[src/include/uart_consts.svh]
`ifndef UART_CONSTS_SVH
`define UART_CONSTS_SVH

//////////////////////////////////////////////////////////////////////
// serial line framing
//////////////////////////////////////////////////////////////////////

// clock cycles per serial bit
`define UART_CLKS_PER_BIT 16

// data bits per frame, sent lsb first
`define UART_DATA_BITS 8

//////////////////////////////////////////////////////////////////////
// register file and responses
//////////////////////////////////////////////////////////////////////

`define REG_COUNT 16

// ascii ack and nak
`define RESP_ACK 8'h06
`define RESP_NAK 8'h15

`endif
[src/design/uart_pkg.sv]
package uart_pkg;

        // one byte on the serial line
        typedef logic [7:0] uart_byte_t;

        // register file index
        typedef logic [3:0] reg_addr_t;

        // decoded command class
        typedef enum logic [1:0]
        {
                op_read  = 2'd0,
                op_write = 2'd1,
                op_bad   = 2'd2
        } cmd_op_t;

        // decoded command, 14 bits
        typedef struct packed
        {
                cmd_op_t    op;
                reg_addr_t  addr;
                uart_byte_t wdata;
        } cmd_t;

        // outcome of one command
        typedef struct packed
        {
                cmd_op_t    op;
                uart_byte_t rdata;
        } result_t;

endpackage

[src/design/uart_cmd_top.sv]
`timescale 1ns/1ps

module uart_cmd_top
(
        input  logic clk,
        input  logic rst_n,
        input  logic rxd,
        output logic txd
);

uart_pkg::uart_byte_t rx_byte;
logic rx_valid;
uart_pkg::cmd_t cmd;
logic cmd_valid;
uart_pkg::result_t res;
logic res_valid;
uart_pkg::uart_byte_t tx_byte;
logic tx_start;
logic tx_busy;

//////////////////////////////////////////////////////////////////////
// rx -> decode -> exec -> response -> tx
//////////////////////////////////////////////////////////////////////

uart_rx u_rx
(
        .clk      (clk),
        .rst_n    (rst_n),
        .rxd      (rxd),
        .rx_byte  (rx_byte),
        .rx_valid (rx_valid)
);

cmd_decode u_dec
(
        .clk       (clk),
        .rst_n     (rst_n),
        .rx_byte   (rx_byte),
        .rx_valid  (rx_valid),
        .cmd       (cmd),
        .cmd_valid (cmd_valid)
);

reg_exec u_exec
(
        .clk       (clk),
        .rst_n     (rst_n),
        .cmd       (cmd),
        .cmd_valid (cmd_valid),
        .res       (res),
        .res_valid (res_valid)
);

resp_build u_resp
(
        .clk       (clk),
        .rst_n     (rst_n),
        .res       (res),
        .res_valid (res_valid),
        .tx_busy   (tx_busy),
        .tx_byte   (tx_byte),
        .tx_start  (tx_start)
);

uart_tx u_tx
(
        .clk      (clk),
        .rst_n    (rst_n),
        .tx_start (tx_start),
        .tx_byte  (tx_byte),
        .txd      (txd),
        .tx_busy  (tx_busy)
);

endmodule

[src/design/resp_build.sv]
`timescale 1ns/1ps
`include "uart_consts.svh"

module resp_build
(
        input  logic                 clk,
        input  logic                 rst_n,
        input  uart_pkg::result_t    res,
        input  logic                 res_valid,
        input  logic                 tx_busy,
        output uart_pkg::uart_byte_t tx_byte,
        output logic                 tx_start
);

uart_pkg::uart_byte_t resp_byte;
logic pending;
logic tx_free;

// busy rises one cycle after the start strobe
assign tx_free = !tx_busy && !tx_start;

always_comb
begin
        case (res.op)
        uart_pkg::op_read:  resp_byte = res.rdata;
        uart_pkg::op_write: resp_byte = `RESP_ACK;
        default:            resp_byte = `RESP_NAK;
        endcase
end

always_ff @(posedge clk or negedge rst_n)
begin
        if (!rst_n)
        begin
                pending  <= 1'b0;
                tx_start <= 1'b0;
        end
        else
        begin
                tx_start <= 1'b0;
                if (res_valid)
                begin
                        pending  <= !tx_free;
                        tx_start <= tx_free;
                end
                else if (pending && tx_free)
                begin
                        pending  <= 1'b0;
                        tx_start <= 1'b1;
                end
        end
end

// newer result overwrites a pending byte
always_ff @(posedge clk)
begin
        if (res_valid)
                tx_byte <= resp_byte;
end

endmodule

[src/design/reg_exec.sv]
`timescale 1ns/1ps
`include "uart_consts.svh"

module reg_exec
(
        input  logic              clk,
        input  logic              rst_n,
        input  uart_pkg::cmd_t    cmd,
        input  logic              cmd_valid,
        output uart_pkg::result_t res,
        output logic              res_valid
);

uart_pkg::uart_byte_t regs [`REG_COUNT];

//////////////////////////////////////////////////////////////////////
// register file, cleared on reset
//////////////////////////////////////////////////////////////////////

always_ff @(posedge clk or negedge rst_n)
begin
        if (!rst_n)
        begin
                res_valid <= 1'b0;
                for (int i = 0; i < `REG_COUNT; i++)
                        regs[i] <= '0;
        end
        else
        begin
                res_valid <= cmd_valid;
                if (cmd_valid && cmd.op == uart_pkg::op_write)
                        regs[cmd.addr] <= cmd.wdata;
        end
end

// rdata only matters for reads
always_ff @(posedge clk)
begin
        if (cmd_valid)
        begin
                res.op    <= cmd.op;
                res.rdata <= regs[cmd.addr];
        end
end

endmodule

[src/design/cmd_decode.sv]
`timescale 1ns/1ps

module cmd_decode
(
        input  logic                 clk,
        input  logic                 rst_n,
        input  uart_pkg::uart_byte_t rx_byte,
        input  logic                 rx_valid,
        output uart_pkg::cmd_t       cmd,
        output logic                 cmd_valid
);

typedef enum logic {dec_wait_cmd, dec_wait_data} dec_state_t;

dec_state_t state;
uart_pkg::cmd_op_t byte_op;

// bits 6..4 are reserved and must be zero
always_comb
begin
        if (rx_byte[6:4] != 3'b000)
                byte_op = uart_pkg::op_bad;
        else if (rx_byte[7])
                byte_op = uart_pkg::op_write;
        else
                byte_op = uart_pkg::op_read;
end

always_ff @(posedge clk or negedge rst_n)
begin
        if (!rst_n)
        begin
                state     <= dec_wait_cmd;
                cmd_valid <= 1'b0;
        end
        else
        begin
                cmd_valid <= 1'b0;
                if (rx_valid)
                begin
                        if (state == dec_wait_data)
                        begin
                                state     <= dec_wait_cmd;
                                cmd_valid <= 1'b1;
                        end
                        else if (byte_op == uart_pkg::op_write)
                                state <= dec_wait_data;
                        else
                                cmd_valid <= 1'b1;
                end
        end
end

always_ff @(posedge clk)
begin
        if (rx_valid)
        begin
                if (state == dec_wait_cmd)
                begin
                        cmd.op   <= byte_op;
                        cmd.addr <= rx_byte[3:0];
                end
                else
                        cmd.wdata <= rx_byte;
        end
end

endmodule

[src/design/uart_tx.sv]
`timescale 1ns/1ps
`include "uart_consts.svh"

module uart_tx
(
        input  logic                 clk,
        input  logic                 rst_n,
        input  logic                 tx_start,
        input  uart_pkg::uart_byte_t tx_byte,
        output logic                 txd,
        output logic                 tx_busy
);

localparam int CNT_W = $clog2(`UART_CLKS_PER_BIT);
localparam int IDX_W = $clog2(`UART_DATA_BITS);

typedef enum logic [2:0]
{
        tx_idle,
        tx_start_bit,
        tx_data_bits,
        tx_stop_bit,
        tx_cleanup
} tx_state_t;

tx_state_t state;
logic [CNT_W-1:0] cnt;
logic [IDX_W-1:0] bit_idx;
logic bit_end;
uart_pkg::uart_byte_t data_q;

assign bit_end = (cnt == CNT_W'(`UART_CLKS_PER_BIT - 1));
assign tx_busy = (state != tx_idle);

always_ff @(posedge clk or negedge rst_n)
begin
        if (!rst_n)
        begin
                state   <= tx_idle;
                cnt     <= '0;
                bit_idx <= '0;
                txd     <= 1'b1;
        end
        else
        begin
                cnt <= bit_end ? '0 : cnt + 1'b1;
                case (state)
                tx_idle:
                begin
                        cnt     <= '0;
                        bit_idx <= '0;
                        if (tx_start)
                        begin
                                state <= tx_start_bit;
                                txd   <= 1'b0;
                        end
                end
                tx_start_bit:
                        if (bit_end)
                        begin
                                state <= tx_data_bits;
                                txd   <= data_q[0];
                        end
                tx_data_bits:
                        if (bit_end)
                        begin
                                bit_idx <= bit_idx + 1'b1;
                                if (bit_idx == IDX_W'(`UART_DATA_BITS - 1))
                                begin
                                        state <= tx_stop_bit;
                                        txd   <= 1'b1;
                                end
                                else
                                        txd <= data_q[1];
                        end
                tx_stop_bit:
                        if (bit_end)
                                state <= tx_cleanup;
                // one extra cycle before idle
                default:
                        state <= tx_idle;
                endcase
        end
end

always_ff @(posedge clk)
begin
        if (state == tx_idle && tx_start)
                data_q <= tx_byte;
        else if (state == tx_data_bits && bit_end)
                data_q <= data_q >> 1;
end

endmodule

[src/design/uart_rx.sv]
`timescale 1ns/1ps
`include "uart_consts.svh"

module uart_rx
(
        input  logic                 clk,
        input  logic                 rst_n,
        input  logic                 rxd,
        output uart_pkg::uart_byte_t rx_byte,
        output logic                 rx_valid
);

localparam int CNT_W = $clog2(`UART_CLKS_PER_BIT);
localparam int IDX_W = $clog2(`UART_DATA_BITS);

typedef enum logic [1:0] {rx_idle, rx_start, rx_data, rx_stop} rx_state_t;

rx_state_t state;
logic [CNT_W-1:0] cnt;
logic [IDX_W-1:0] bit_idx;
logic rxd_meta;
logic rxd_sync;
logic rxd_prev;
logic bit_end;
logic half_bit;

assign bit_end  = (cnt == CNT_W'(`UART_CLKS_PER_BIT - 1));
assign half_bit = (cnt == CNT_W'(`UART_CLKS_PER_BIT / 2 - 1));

always_ff @(posedge clk or negedge rst_n)
begin
        if (!rst_n)
        begin
                rxd_meta <= 1'b1;
                rxd_sync <= 1'b1;
                rxd_prev <= 1'b1;
                state    <= rx_idle;
                cnt      <= '0;
                bit_idx  <= '0;
                rx_valid <= 1'b0;
        end
        else
        begin
                rxd_meta <= rxd;
                rxd_sync <= rxd_meta;
                rxd_prev <= rxd_sync;
                rx_valid <= 1'b0;
                case (state)
                rx_idle:
                begin
                        cnt <= '0;
                        // falling edge marks the start bit
                        if (rxd_prev && !rxd_sync)
                                state <= rx_start;
                end
                rx_start:
                begin
                        cnt <= cnt + 1'b1;
                        if (half_bit)
                        begin
                                cnt     <= '0;
                                bit_idx <= '0;
                                // a high line here was only a glitch
                                state   <= rxd_sync ? rx_idle : rx_data;
                        end
                end
                rx_data:
                begin
                        cnt <= cnt + 1'b1;
                        if (bit_end)
                        begin
                                cnt     <= '0;
                                bit_idx <= bit_idx + 1'b1;
                                if (bit_idx == IDX_W'(`UART_DATA_BITS - 1))
                                        state <= rx_stop;
                        end
                end
                default:
                begin
                        cnt <= cnt + 1'b1;
                        if (bit_end)
                        begin
                                state    <= rx_idle;
                                // framing error drops the byte
                                rx_valid <= rxd_sync;
                        end
                end
                endcase
        end
end

// lsb arrives first, shift in from the top
always_ff @(posedge clk)
begin
        if (state == rx_data && bit_end)
                rx_byte <= {rxd_sync, rx_byte[`UART_DATA_BITS-1:1]};
end

endmodule

[config.mk]
export PLATFORM = sky130hd
export DESIGN_NAME = uart_cmd_top
export DESIGN_NICKNAME = d
export VERILOG_FILES = /design/src/design/uart_pkg.sv /design/src/design/uart_cmd_top.sv /design/src/design/resp_build.sv /design/src/design/reg_exec.sv /design/src/design/cmd_decode.sv /design/src/design/uart_tx.sv /design/src/design/uart_rx.sv
export VERILOG_INCLUDE_DIRS = /design/src /design/src/include
export SDC_FILE = /design/constraint.sdc
export NUM_CORES = 1
export LEC_CHECK = 0
export ABC_CLOCK_PERIOD_IN_PS = 1700
export BUFFER_PORTS_ARGS = -buffer_cell sky130_fd_sc_hd__buf_2
export CAP_MARGIN = 20
export CORE_MARGIN = 3
export CORE_UTILIZATION = 57
export DETAILED_ROUTE_END_ITERATION = 10
export MAX_ROUTING_LAYER = met4
export PLACE_DENSITY = 0.76
export SYNTH_ARGS = -nofsm -noshare
export SYNTH_HDL_FRONTEND = slang
export SYNTH_SLANG_ARGS = --single-unit
[constraint.sdc]
create_clock -name clk -period 1.7 [get_ports clk]
set_clock_uncertainty 0.05 [all_clocks]
set_input_delay 0 -clock clk [delete_from_list [all_inputs] [get_ports clk]]
set_output_delay 0 -clock clk [all_outputs]
set_load 0.1 [all_outputs]
==> results of run 1 <==
cell type report:
class                           count  area [µm²]  area share (%)
Sequential cell                   205        5380            50.2
Inverter                           11        43.8           0.408
Timing Repair Buffer               67         679            6.33
Tap cell                          184         230            2.15
Multi-Input combinational cell    326        3720            34.7
Clock buffer                       26         544            5.07
Clock inverter                     11         126            1.18
flip-flops by register name, indices dropped and copies added (netlist names), 2 cells and up:
register	cells
u_rx.bit_idx	3
u_exec.regs	128
u_tx.state	3
u_tx.data_q	8
u_exec.res	10
u_tx.cnt	4
u_dec.cmd	14
u_tx.bit_idx	3
u_rx.state	2
u_rx.cnt	4
u_rx.rx_byte	8
u_resp.tx_byte	8
critical path, cell delays in order (launching register included):
cell	delay [ns]
edfxtp_1	0.42
and4bb_4	0.45
nand2_8	0.10
nor3_4	0.18
buf_6	0.16
mux2_2	0.33
routing by layer:
| metal | share of wire, % | GRT usage (%) | wire (µm) |
|---|---|---|---|
| met5 | 0 | - | 0 |
| met4 | 2.3 | 6.23 | 425 |
| met3 | 3.2 | 3.27 | 590 |
| met2 | 51 | 39.9 | 9420 |
| met1 | 44 | 31.4 | 8200 |
cells in the final DEF (no fill, tap or decap), types with 7 or more instances in the layout:
cell	netlist	layout
a22oi_1	18	7
a22oi_2	0	11
and2_1	8	7
buf_4	1	36
buf_6	0	19
clkbuf_16	0	21
dfrtp_1	153	150
edfxtp_1	48	48
ha_1	11	7
inv_1	10	7
mux2_2	130	74
mux2_4	0	62
mux4_2	32	32
nand2_1	23	23
nor2_1	15	12
o21ai_0	10	8
worst paths after layout:
path | from | to | slack, ns | cells past startpoint
min reg2reg | u_rx.rxd_meta | u_rx.rxd_sync | 0.31 | 0
min in group clk | rxd | u_rx.rxd_meta | 0.11 | 2
min | rst_n | u_tx.state[1] | 0.01 | 3
max in group asynchronous | rst_n | u_tx.txd | 0.86 | 3
max | u_dec.cmd[9] | u_exec.regs[122] | -0.11 | 5
max reg2reg | u_dec.cmd[9] | u_exec.regs[122] | -0.11 | 5
power by group through the flow:
stage	Combinational (mW)	Clock [mW]	Sequential (mW)
final	0.739	4.53	5.16
after global routing	0.834	4.79	5.17
after CTS	0.653	4.61	5.15
after global placement	0.516	0	5.24
after floorplan	0.349	0	5.23
after detailed placement	0.566	0	5.25
repair_timing:
item | 4_1_cts | 5_1_grt
setup buffers | 7 | 1
setup endpoints to repair | 124 | 149
gates cloned | 2 | 0
endpoints found under the hold margin | 158 | 0
resized for setup | 103 | 30
pin swaps | 11 | 7
hold buffers | 3 | 0
logic make-up after synthesis:
logic type / count (synthesis)
xor gates and xnor gates: 3
adders and majority gates: 11
buffers and inverters: 35
muxes: 170
AOI/OAI and AO/OA: 48
DFF: 205
and+or+nand+nor: 94
==> flow_summary_export.csv, run 1 <==
group,metric,value,unit
die,die_height,130,µm
outcome,violations,"negative setup slack",
finish,final_cell_area,10700,µm²
clock_tree,tritoncts,"yes",
power_and_ir_drop,pwr-share-seq,49.5,%
sta,timing.final.crit_period,1.81,ns
clock_tree,clock_sinks,205,
sta,slew_violations,0,
synthesis,synth_common_cells,"153 x dfrtp_1, 130 x mux2_2, 48 x edfxtp_1, 32 x mux4_2, 23 x nand2_1",
die,core_area,14800,µm²
clock_tree,clkLatencyLatePin,0.49,ns
drt,routedWlPerCell,22.4,µm
synthesis,synth_fa_ha_area_share,1.56,%
synthesis,syn_area,8800,µm²
clock_tree,cts_inserted_buffers,21,
power_and_ir_drop,p_leak,4.77,nW
synthesis,synth_area_leader_cell,"dfrtp_1",
power_and_ir_drop,power,10.4,mW
global_route,grt_use_total,23.9,%
power_and_ir_drop,power.density,973,nW/µm²
clock_tree,htree_levels,1,
place,io_buffers,3,
power_and_ir_drop,pwr-share-clk,43.4,%
sta,hold_slack,0.00993,ns
synthesis,synthSimpleGateAreaFrac,5.90,%
synthesis,ys_dominant_reg_cell,"dfrtp_1",
finish,n_fill_cell,898,
drt,routed_wirelength,18.6,mm
sta,setup_viol,79,
clock_tree,clkTransAtPathRegs,0.06,ns
global_route,grt_pass1_vias,5560,
job,cap_violations,0,
place,pre_cts_slack,-0.196,ns
finish,drive_gt1_share,49.5,%
worst_setup_path,setup.worst_path.class,"register to register",
worst_setup_path,cp.required,2.02,ns
sta,post-route-period-util,107,%
synthesis,synth_edf_count,48,
sta,relSlewSlack,52.0,%
power_and_ir_drop,switchingPower,2.31,mW
hold_path,hold_path_class,"input pin to asynchronous set/reset pin",
synthesis,ys_ff_latch,205,
die,initial_core_util,59.5,%
synthesis,yosys_warnings,0,
global_route,gr-total-overflow,0,
finish,areaGrowthSynthToFinish,21.8,%
synthesis,synth_xor_area_share,0.298,%
synthesis,synth-compound-area-share,3.72,%
global_route,grt_start_max_net_pins,96,
power_and_ir_drop,combinationalPowerShare,7.1,%
synthesis,syn_nets,580,
place,place_congestion,0.831,
finish,layout.cells.non_filler,830,
drt,via_count,5081,
sta,final.setup.tns,-3.73,ns
worst_setup_path,arrival,2.14,ns
sta,hold_viol_final,0,
sta,fmax,0.552,GHz
worst_setup_path,start_kind,"register",
drt,vias_per_cell,6.12,
synthesis,synth_top_family_by_area,"multiplexers",
drt,drt-initial-drc-count,290,
sta,tightest_slew,0.720,ns
drt,drtPass1Iterations,5,
synthesis,synth.area.mux_share,25.8,%
place,hpwl,11.7,mm
die,die_w,130,µm
clock_tree,cts-root-buf,"clkbuf_16",
sta,fin_ws,-0.113,ns
synthesis,yosys.area.top_type_share,43.5,%
clock_tree,cts.path.max_buffers,3,
power_and_ir_drop,switching_share,22.2,%
power_and_ir_drop,intPower,8.12,mW
finish,finalNetCount,646,
synthesis,yosysSeqAreaShare,61.0,%
outcome,status,"finished with violations",
die,io_pins,4,
global_route,antenna_found_initial,0,
synthesis,synth_most_common_cell,"dfrtp_1",
power_and_ir_drop,irDropWorstVdd,0.992,mV
global_route,grt_pass1_wl,30.5,mm
synthesis,synth_cells,566,
place,dp_cells,780,
die,die_area,17000,µm²
synthesis,synth_area_leaders,"dfrtp_1 43%, mux2_2 17%, edfxtp_1 16%, mux4_2 8.2%, ha_1 1.6%",
synthesis,synthArstFlopShare,76.6,%
drt,drcViolationCount,0,
sta,rsz0062_at_grt,"yes",
synthesis,ys_types,48,
worst_setup_path,endpoint_kind,"register",
finish,finish.utilization,72.4,%
die,rows,44,
synthesis,avgSynthCellArea,15.6,µm²
finish,n_antenna_cell,0,
worst_setup_path,worstPathMaxFanout,4,
drt,route.antenna.remaining_nets,0,
place,dpl_cell_area,9410,µm²
Power figures use the tool's default switching activity.
==> inputs of run 2 (changes only) <==
--- a/config.mk
+++ b/config.mk
@@ -8,3 +8,3 @@
 export LEC_CHECK = 0
-export ABC_CLOCK_PERIOD_IN_PS = 1700
+export ABC_CLOCK_PERIOD_IN_PS = 2350
 export BUFFER_PORTS_ARGS = -buffer_cell sky130_fd_sc_hd__buf_2
@@ -12,6 +12,6 @@
 export CORE_MARGIN = 3
-export CORE_UTILIZATION = 57
+export CORE_UTILIZATION = 65
 export DETAILED_ROUTE_END_ITERATION = 10
 export MAX_ROUTING_LAYER = met4
-export PLACE_DENSITY = 0.76
+export PLACE_DENSITY = 0.81
 export SYNTH_ARGS = -nofsm -noshare
==> constraint.sdc (replaced) <==
create_clock -name clk -period 2.35 [get_ports clk]
set_clock_uncertainty 0.05 [all_clocks]
set_input_delay 0.5875 -clock clk [delete_from_list [all_inputs] [get_ports clk]]
set_output_delay 0.5875 -clock clk [all_outputs]
set_load 0.1 [all_outputs]
==> flow_summary_export.csv, run 2 (synthesis results as in run 1) <==
group,metric,value,unit
worst_setup_path,slowest_delay,0.53,ns
place,hpwl,11.2,mm
global_route,grt_start_max_net_pins,64,
clock_tree,htree_levels,1,
drt,via_count,4835,
clock_tree,cts-hold-fix-buffers,1,
clock_tree,cts-root-buf,"clkbuf_16",
finish,largest_reg_flops,128,
die,rows,41,
sta,fmax,0.485,GHz
clock_tree,cts_inserted_buffers,21,
place,pre_cts_slack,0.343,ns
die,die_w,122,µm
worst_setup_path,r2r-start,"u_dec.cmd[8]",
worst_setup_path,critical-path-top-delay-family,"flip-flops",
finish,final_cell_mix,"153 x dfrtp_1, 130 x mux2_2, 48 x edfxtp_1",
power_and_ir_drop,power.density,777,nW/µm²
finish,drive_gt1_share,38.4,%
clock_tree,clkLatencyLatePin,0.48,ns
worst_setup_path,critPathCapture,"txd",
worst_setup_path,path_depth,1,
global_route,grt_pass1_wl,27.8,mm
drt,drcViolationCount,0,
sta,hold_viol_final,0,
finish,regMostFlops,"u_exec.regs",
drt,vias_per_cell,6.30,
sta,post-route-period-util,87.8,%
place,dpl_cell_area,9060,µm²
worst_setup_path,worstRegToRegCells,4,
worst_setup_path,endpoint_kind,"output port",
worst_setup_path,worst_path_max_delay_cell,"dfstp_2",
sta,tightest_slew,0.703,ns
worst_setup_path,setup.worst_path.class,"register to output port",
die,die_height,122,µm
sta,timing.final.crit_period,2.06,ns
hold_path,hold_path_class,"input pin to register",
clock_tree,post_cts_buffers,0,
sta,fin_ws,0.286,ns
global_route,grt_pass1_vias,5131,
sta,rsz0062_at_grt,"no",
worst_setup_path,r2r_slack,0.33,ns
finish,final_cell_area,9810,µm²
clock_tree,cts.path.max_buffers,3,
worst_setup_path,rr_endpoint,"u_exec.res[0]",
finish,largestRegisters,"u_exec.regs: 128 flops, u_dec.cmd: 14 flops, u_exec.res: 10 flops",
worst_setup_path,arrival,1.43,ns
drt,drtPass1Iterations,4,
worst_setup_path,worstPathMaxFanout,2,
job,cap_violations,0,
hold_path,min_from,"rxd",
power_and_ir_drop,irDropWorstVdd,0.688,mV
worst_setup_path,crit_buf_inv,1,
power_and_ir_drop,p_leak,4.45,nW
drt,routedWlPerCell,22.3,µm
sta,slew_violations,0,
die,initial_core_util,68.1,%
die,core_area,12900,µm²
outcome,status,"completed",
worst_setup_path,start_kind,"register",
worst_setup_path,path_cells,"buf_2",
die,die_area,15000,µm²
place,io_buffers,3,
global_route,antenna_found_initial,0,
clock_tree,clock_sinks,205,
sta,final.setup.tns,0,ns
sta,relSlewSlack,53.2,%
finish,final_common_cell,"dfrtp_1",
drt,routed_wirelength,17.1,mm
worst_setup_path,cp.required,1.71,ns
die,io_pins,4,
drt,drt-initial-drc-count,360,
clock_tree,tritoncts,"yes",
global_route,grt_use_total,25.0,%
worst_setup_path,cp-startpoint,"u_tx.txd",
finish,areaGrowthSynthToFinish,11.4,%
place,place_congestion,0.849,
drt,route.antenna.remaining_nets,0,
finish,n_antenna_cell,0,
clock_tree,clkTransAtPathRegs,0.06,ns
sta,setup_viol,0,
global_route,gr-total-overflow,0,
finish,finalNetCount,596,
clock_tree,cts_resized,0,
finish,n_fill_cell,781,
## run 2: metal layers
| metal | wire length (µm) | GRT usage (%) | vias to the layer above |
|---|---|---|---|
| met3 | 785 | 3.73 | 28 |
| met1 | 7320 | 34.0 | 2541 |
| met4 | 331 | 5.81 | 0 |
| li1 | - | - | 2143 |
| met5 | 0 | - | - |
| met2 | 8660 | 40.7 | 123 |
## run 2: cell type report
cell class                      instances  area, µm²  share of cell area [%]
Sequential cell                       205       5380                    54.8
Multi-Input combinational cell        326       3280                    33.5
Clock buffer                           30        601                    6.12
Tap cell                              172        215                    2.19
Timing Repair Buffer                   17        154                    1.57
Clock inverter                          7        139                    1.42
Inverter                               11       41.3                   0.421
## run 2: stage by stage
step           utilization [%]  std cells  hold WS [ns]  power, mW
2_1_floorplan                -        566         0.242       4.03
3_3_place_gp              70.1        730         0.298       4.13
3_5_place_dp              70.1        730         0.298       4.17
4_1_cts                   75.9        768         0.151       7.68
5_1_grt                   75.9        768         0.149       7.89
6_report                  75.9        768         0.166       7.62
## run 2: worst min-delay path by stage
stage | end | slack, ns | cells after the start
final | u_rx.rxd_meta | 0.17 | 1
after global routing | u_rx.rxd_meta | 0.15 | 1
after CTS | u_rx.rxd_meta | 0.15 | 1
after detailed placement | u_rx.rxd_sync | 0.30 | 0
after global placement | u_rx.rxd_sync | 0.30 | 0
after floorplan | u_dec.cmd_valid | 0.24 | 0
## run 2: power by group
| part | switching [mW] | internal (mW) | total, mW |
|---|---|---|---|
| logic | 0.235 | 0.138 | 0.373 |
| registers | 0.0449 | 3.68 | 3.73 |
| clock network | 1.31 | 2.22 | 3.52 |
| total | 1.59 | 6.04 | 7.62 |
==> inputs of run 3 (changes only) <==
- ABC_CLOCK_PERIOD_IN_PS: 2350 -> 1750
- CORE_UTILIZATION: 65 -> 57
- PLACE_DENSITY: 0.81 -> 0.76
- clock period: 2.35 -> 1.75 ns (I/O delays scaled with it)
==> flow_summary_export.csv, run 3 (synthesis results as in run 1) <==
group,metric,value,unit
die,die_area,17000,µm²
worst_setup_path,slowest_delay,0.50,ns
finish,final_common_cell,"dfrtp_1",
clock_tree,htree_levels,1,
finish,final_cell_area,10600,µm²
worst_setup_path,setup.worst_path.class,"register to register",
clock_tree,cts_inserted_buffers,22,
global_route,grt_pass1_wl,29.2,mm
finish,areaGrowthSynthToFinish,20.4,%
drt,route.antenna.remaining_nets,0,
worst_setup_path,cp.required,1.94,ns
power_and_ir_drop,power.density,981,nW/µm²
finish,finalNetCount,644,
clock_tree,tritoncts,"yes",
power_and_ir_drop,irDropWorstVdd,0.915,mV
finish,n_fill_cell,938,
die,rows,44,
sta,slew_violations,0,
finish,largestRegisters,"u_exec.regs: 128 flops, u_dec.cmd: 14 flops, u_exec.res: 10 flops",
place,dpl_cell_area,9420,µm²
global_route,grt_start_max_net_pins,51,
outcome,status,"finished with violations",
drt,routed_wirelength,18.7,mm
power_and_ir_drop,intPower,8.14,mW
die,die_w,130,µm
sta,tightest_slew,0.664,ns
sta,fin_ws,-0.105,ns
sta,timing.final.crit_period,1.86,ns
sta,setup_viol,17,
finish,largest_reg_flops,128,
drt,drcViolationCount,0,
drt,drtPass1Iterations,4,
power_and_ir_drop,pwr-share-clk,46.5,%
power_and_ir_drop,switchingPower,2.26,mW
place,pre_cts_slack,-0.135,ns
global_route,grt_use_total,23.2,%
drt,routedWlPerCell,22.5,µm
finish,n_antenna_cell,0,
die,io_pins,4,
sta,hold_viol_final,0,
power_and_ir_drop,combinationalPowerShare,5.3,%
sta,fmax,0.539,GHz
global_route,gr-total-overflow,0,
worst_setup_path,arrival,2.04,ns
clock_tree,cts-root-buf,"clkbuf_16",
place,io_buffers,3,
power_and_ir_drop,pwr-share-seq,48.2,%
global_route,grt_pass1_vias,5376,
clock_tree,clock_sinks,205,
global_route,antenna_found_initial,0,
sta,hold_slack,0.312,ns
sta,post-route-period-util,106,%
hold_path,hold_path_class,"register to register",
place,hpwl,11.9,mm
die,initial_core_util,59.5,%
drt,via_count,5085,
die,core_area,14800,µm²
outcome,violations,"negative setup slack",
worst_setup_path,worstPathMaxFanout,5,
sta,relSlewSlack,55.7,%
clock_tree,cts.path.max_buffers,3,
power_and_ir_drop,switching_share,21.7,%
sta,final.setup.tns,-0.703,ns
job,cap_violations,0,
worst_setup_path,path_cells,"buf_6, buf_12, mux4_2, a22oi_2, nand2_1",
power_and_ir_drop,power,10.4,mW
finish,final_cell_mix,"151 x dfrtp_1, 121 x mux2_2, 48 x edfxtp_1",
clock_tree,clkTransAtPathRegs,0.06,ns
worst_setup_path,start_kind,"register",
die,die_height,130,µm
drt,drt-initial-drc-count,357,
worst_setup_path,endpoint_kind,"register",
worst_setup_path,worst_path_max_delay_cell,"mux4_2",
power_and_ir_drop,p_leak,4.80,nW
finish,regMostFlops,"u_exec.regs",
finish,drive_gt1_share,48.9,%
place,place_congestion,0.824,
sta,rsz0062_at_grt,"yes",
worst_setup_path,crit_buf_inv,2,
drt,vias_per_cell,6.13,
worst_setup_path,critical-path-top-delay-family,"multiplexers",
clock_tree,clkLatencyLatePin,0.50,ns
run 3: cell types whose count changed in the layout (fill, tap and decap cells not counted), sizes merged:
cell,previous run,this run
bufinv,4,3
clkinvlp,0,1
buf,16,61
dlygate4sd3,1,2
clkbuf,30,29
clkinv,4,9
run 3: worst reg2reg max path, stage by stage (launching register included):
cell and delay (ns):
edfxtp_1 0.37, buf_6 0.17, buf_12 0.14, mux4_2 0.51, a22oi_2 0.26, nand2_1 0.10
run 3: path summary, 6_finish.rpt:
path,startpoint,slack [ns],cells past startpoint,to
hold / removal,u_rx.rxd_meta,0.31,0,u_rx.rxd_sync
min in group asynchronous,rst_n,0.34,2,u_tx.state[0]
hold reg to reg,u_rx.rxd_meta,0.31,0,u_rx.rxd_sync
max in group asynchronous,rst_n,0.73,3,u_exec.regs[56]
setup / recovery,u_dec.cmd[8],-0.11,5,u_exec.res[4]
setup reg to reg,u_dec.cmd[8],-0.11,5,u_exec.res[4]
run 3: layout make-up:
class,count,area (µm²),area share [%]
flip-flops and latches,205,5380,50.7
clock inverters,12,141,1.33
inverters,11,43.8,0.413
well taps,184,230,2.17
clock buffers,28,624,5.89
repair buffers,64,683,6.45
multi-input cells,326,3500,33.0
run 3: per-stage QoR:
step,util [%],cells
finish,71.6,830
global route,71.6,830
CTS,70.0,826
detailed placement,63.6,777
global placement,63.6,777
floorplan,-,566
run 3: repair_timing:
item,in CTS,in global routing
hold endpoints to repair,21,0
cloned,2,1
gates resized for setup,16,46
setup endpoints to repair,76,123
buffers inserted,5,3
pin swaps,3,5
hold buffers,2,0
run 3: layer usage:
metal / track usage [%] / routed length [µm]
met5: - / 0
met4: 5.93 / 399
met3: 3.27 / 782
met2: 37.9 / 9480
met1: 31.0 / 8030
run 3: power by group through the flow:
stage / combinational (mW) / sequential [mW] / clock, mW
final: 0.555 / 5.01 / 4.84
after global routing: 0.618 / 5.01 / 5.11
after CTS: 0.540 / 5.01 / 4.92
after detailed placement: 0.519 / 5.10 / 0
after global placement: 0.478 / 5.09 / 0
after floorplan: 0.326 / 5.08 / 0
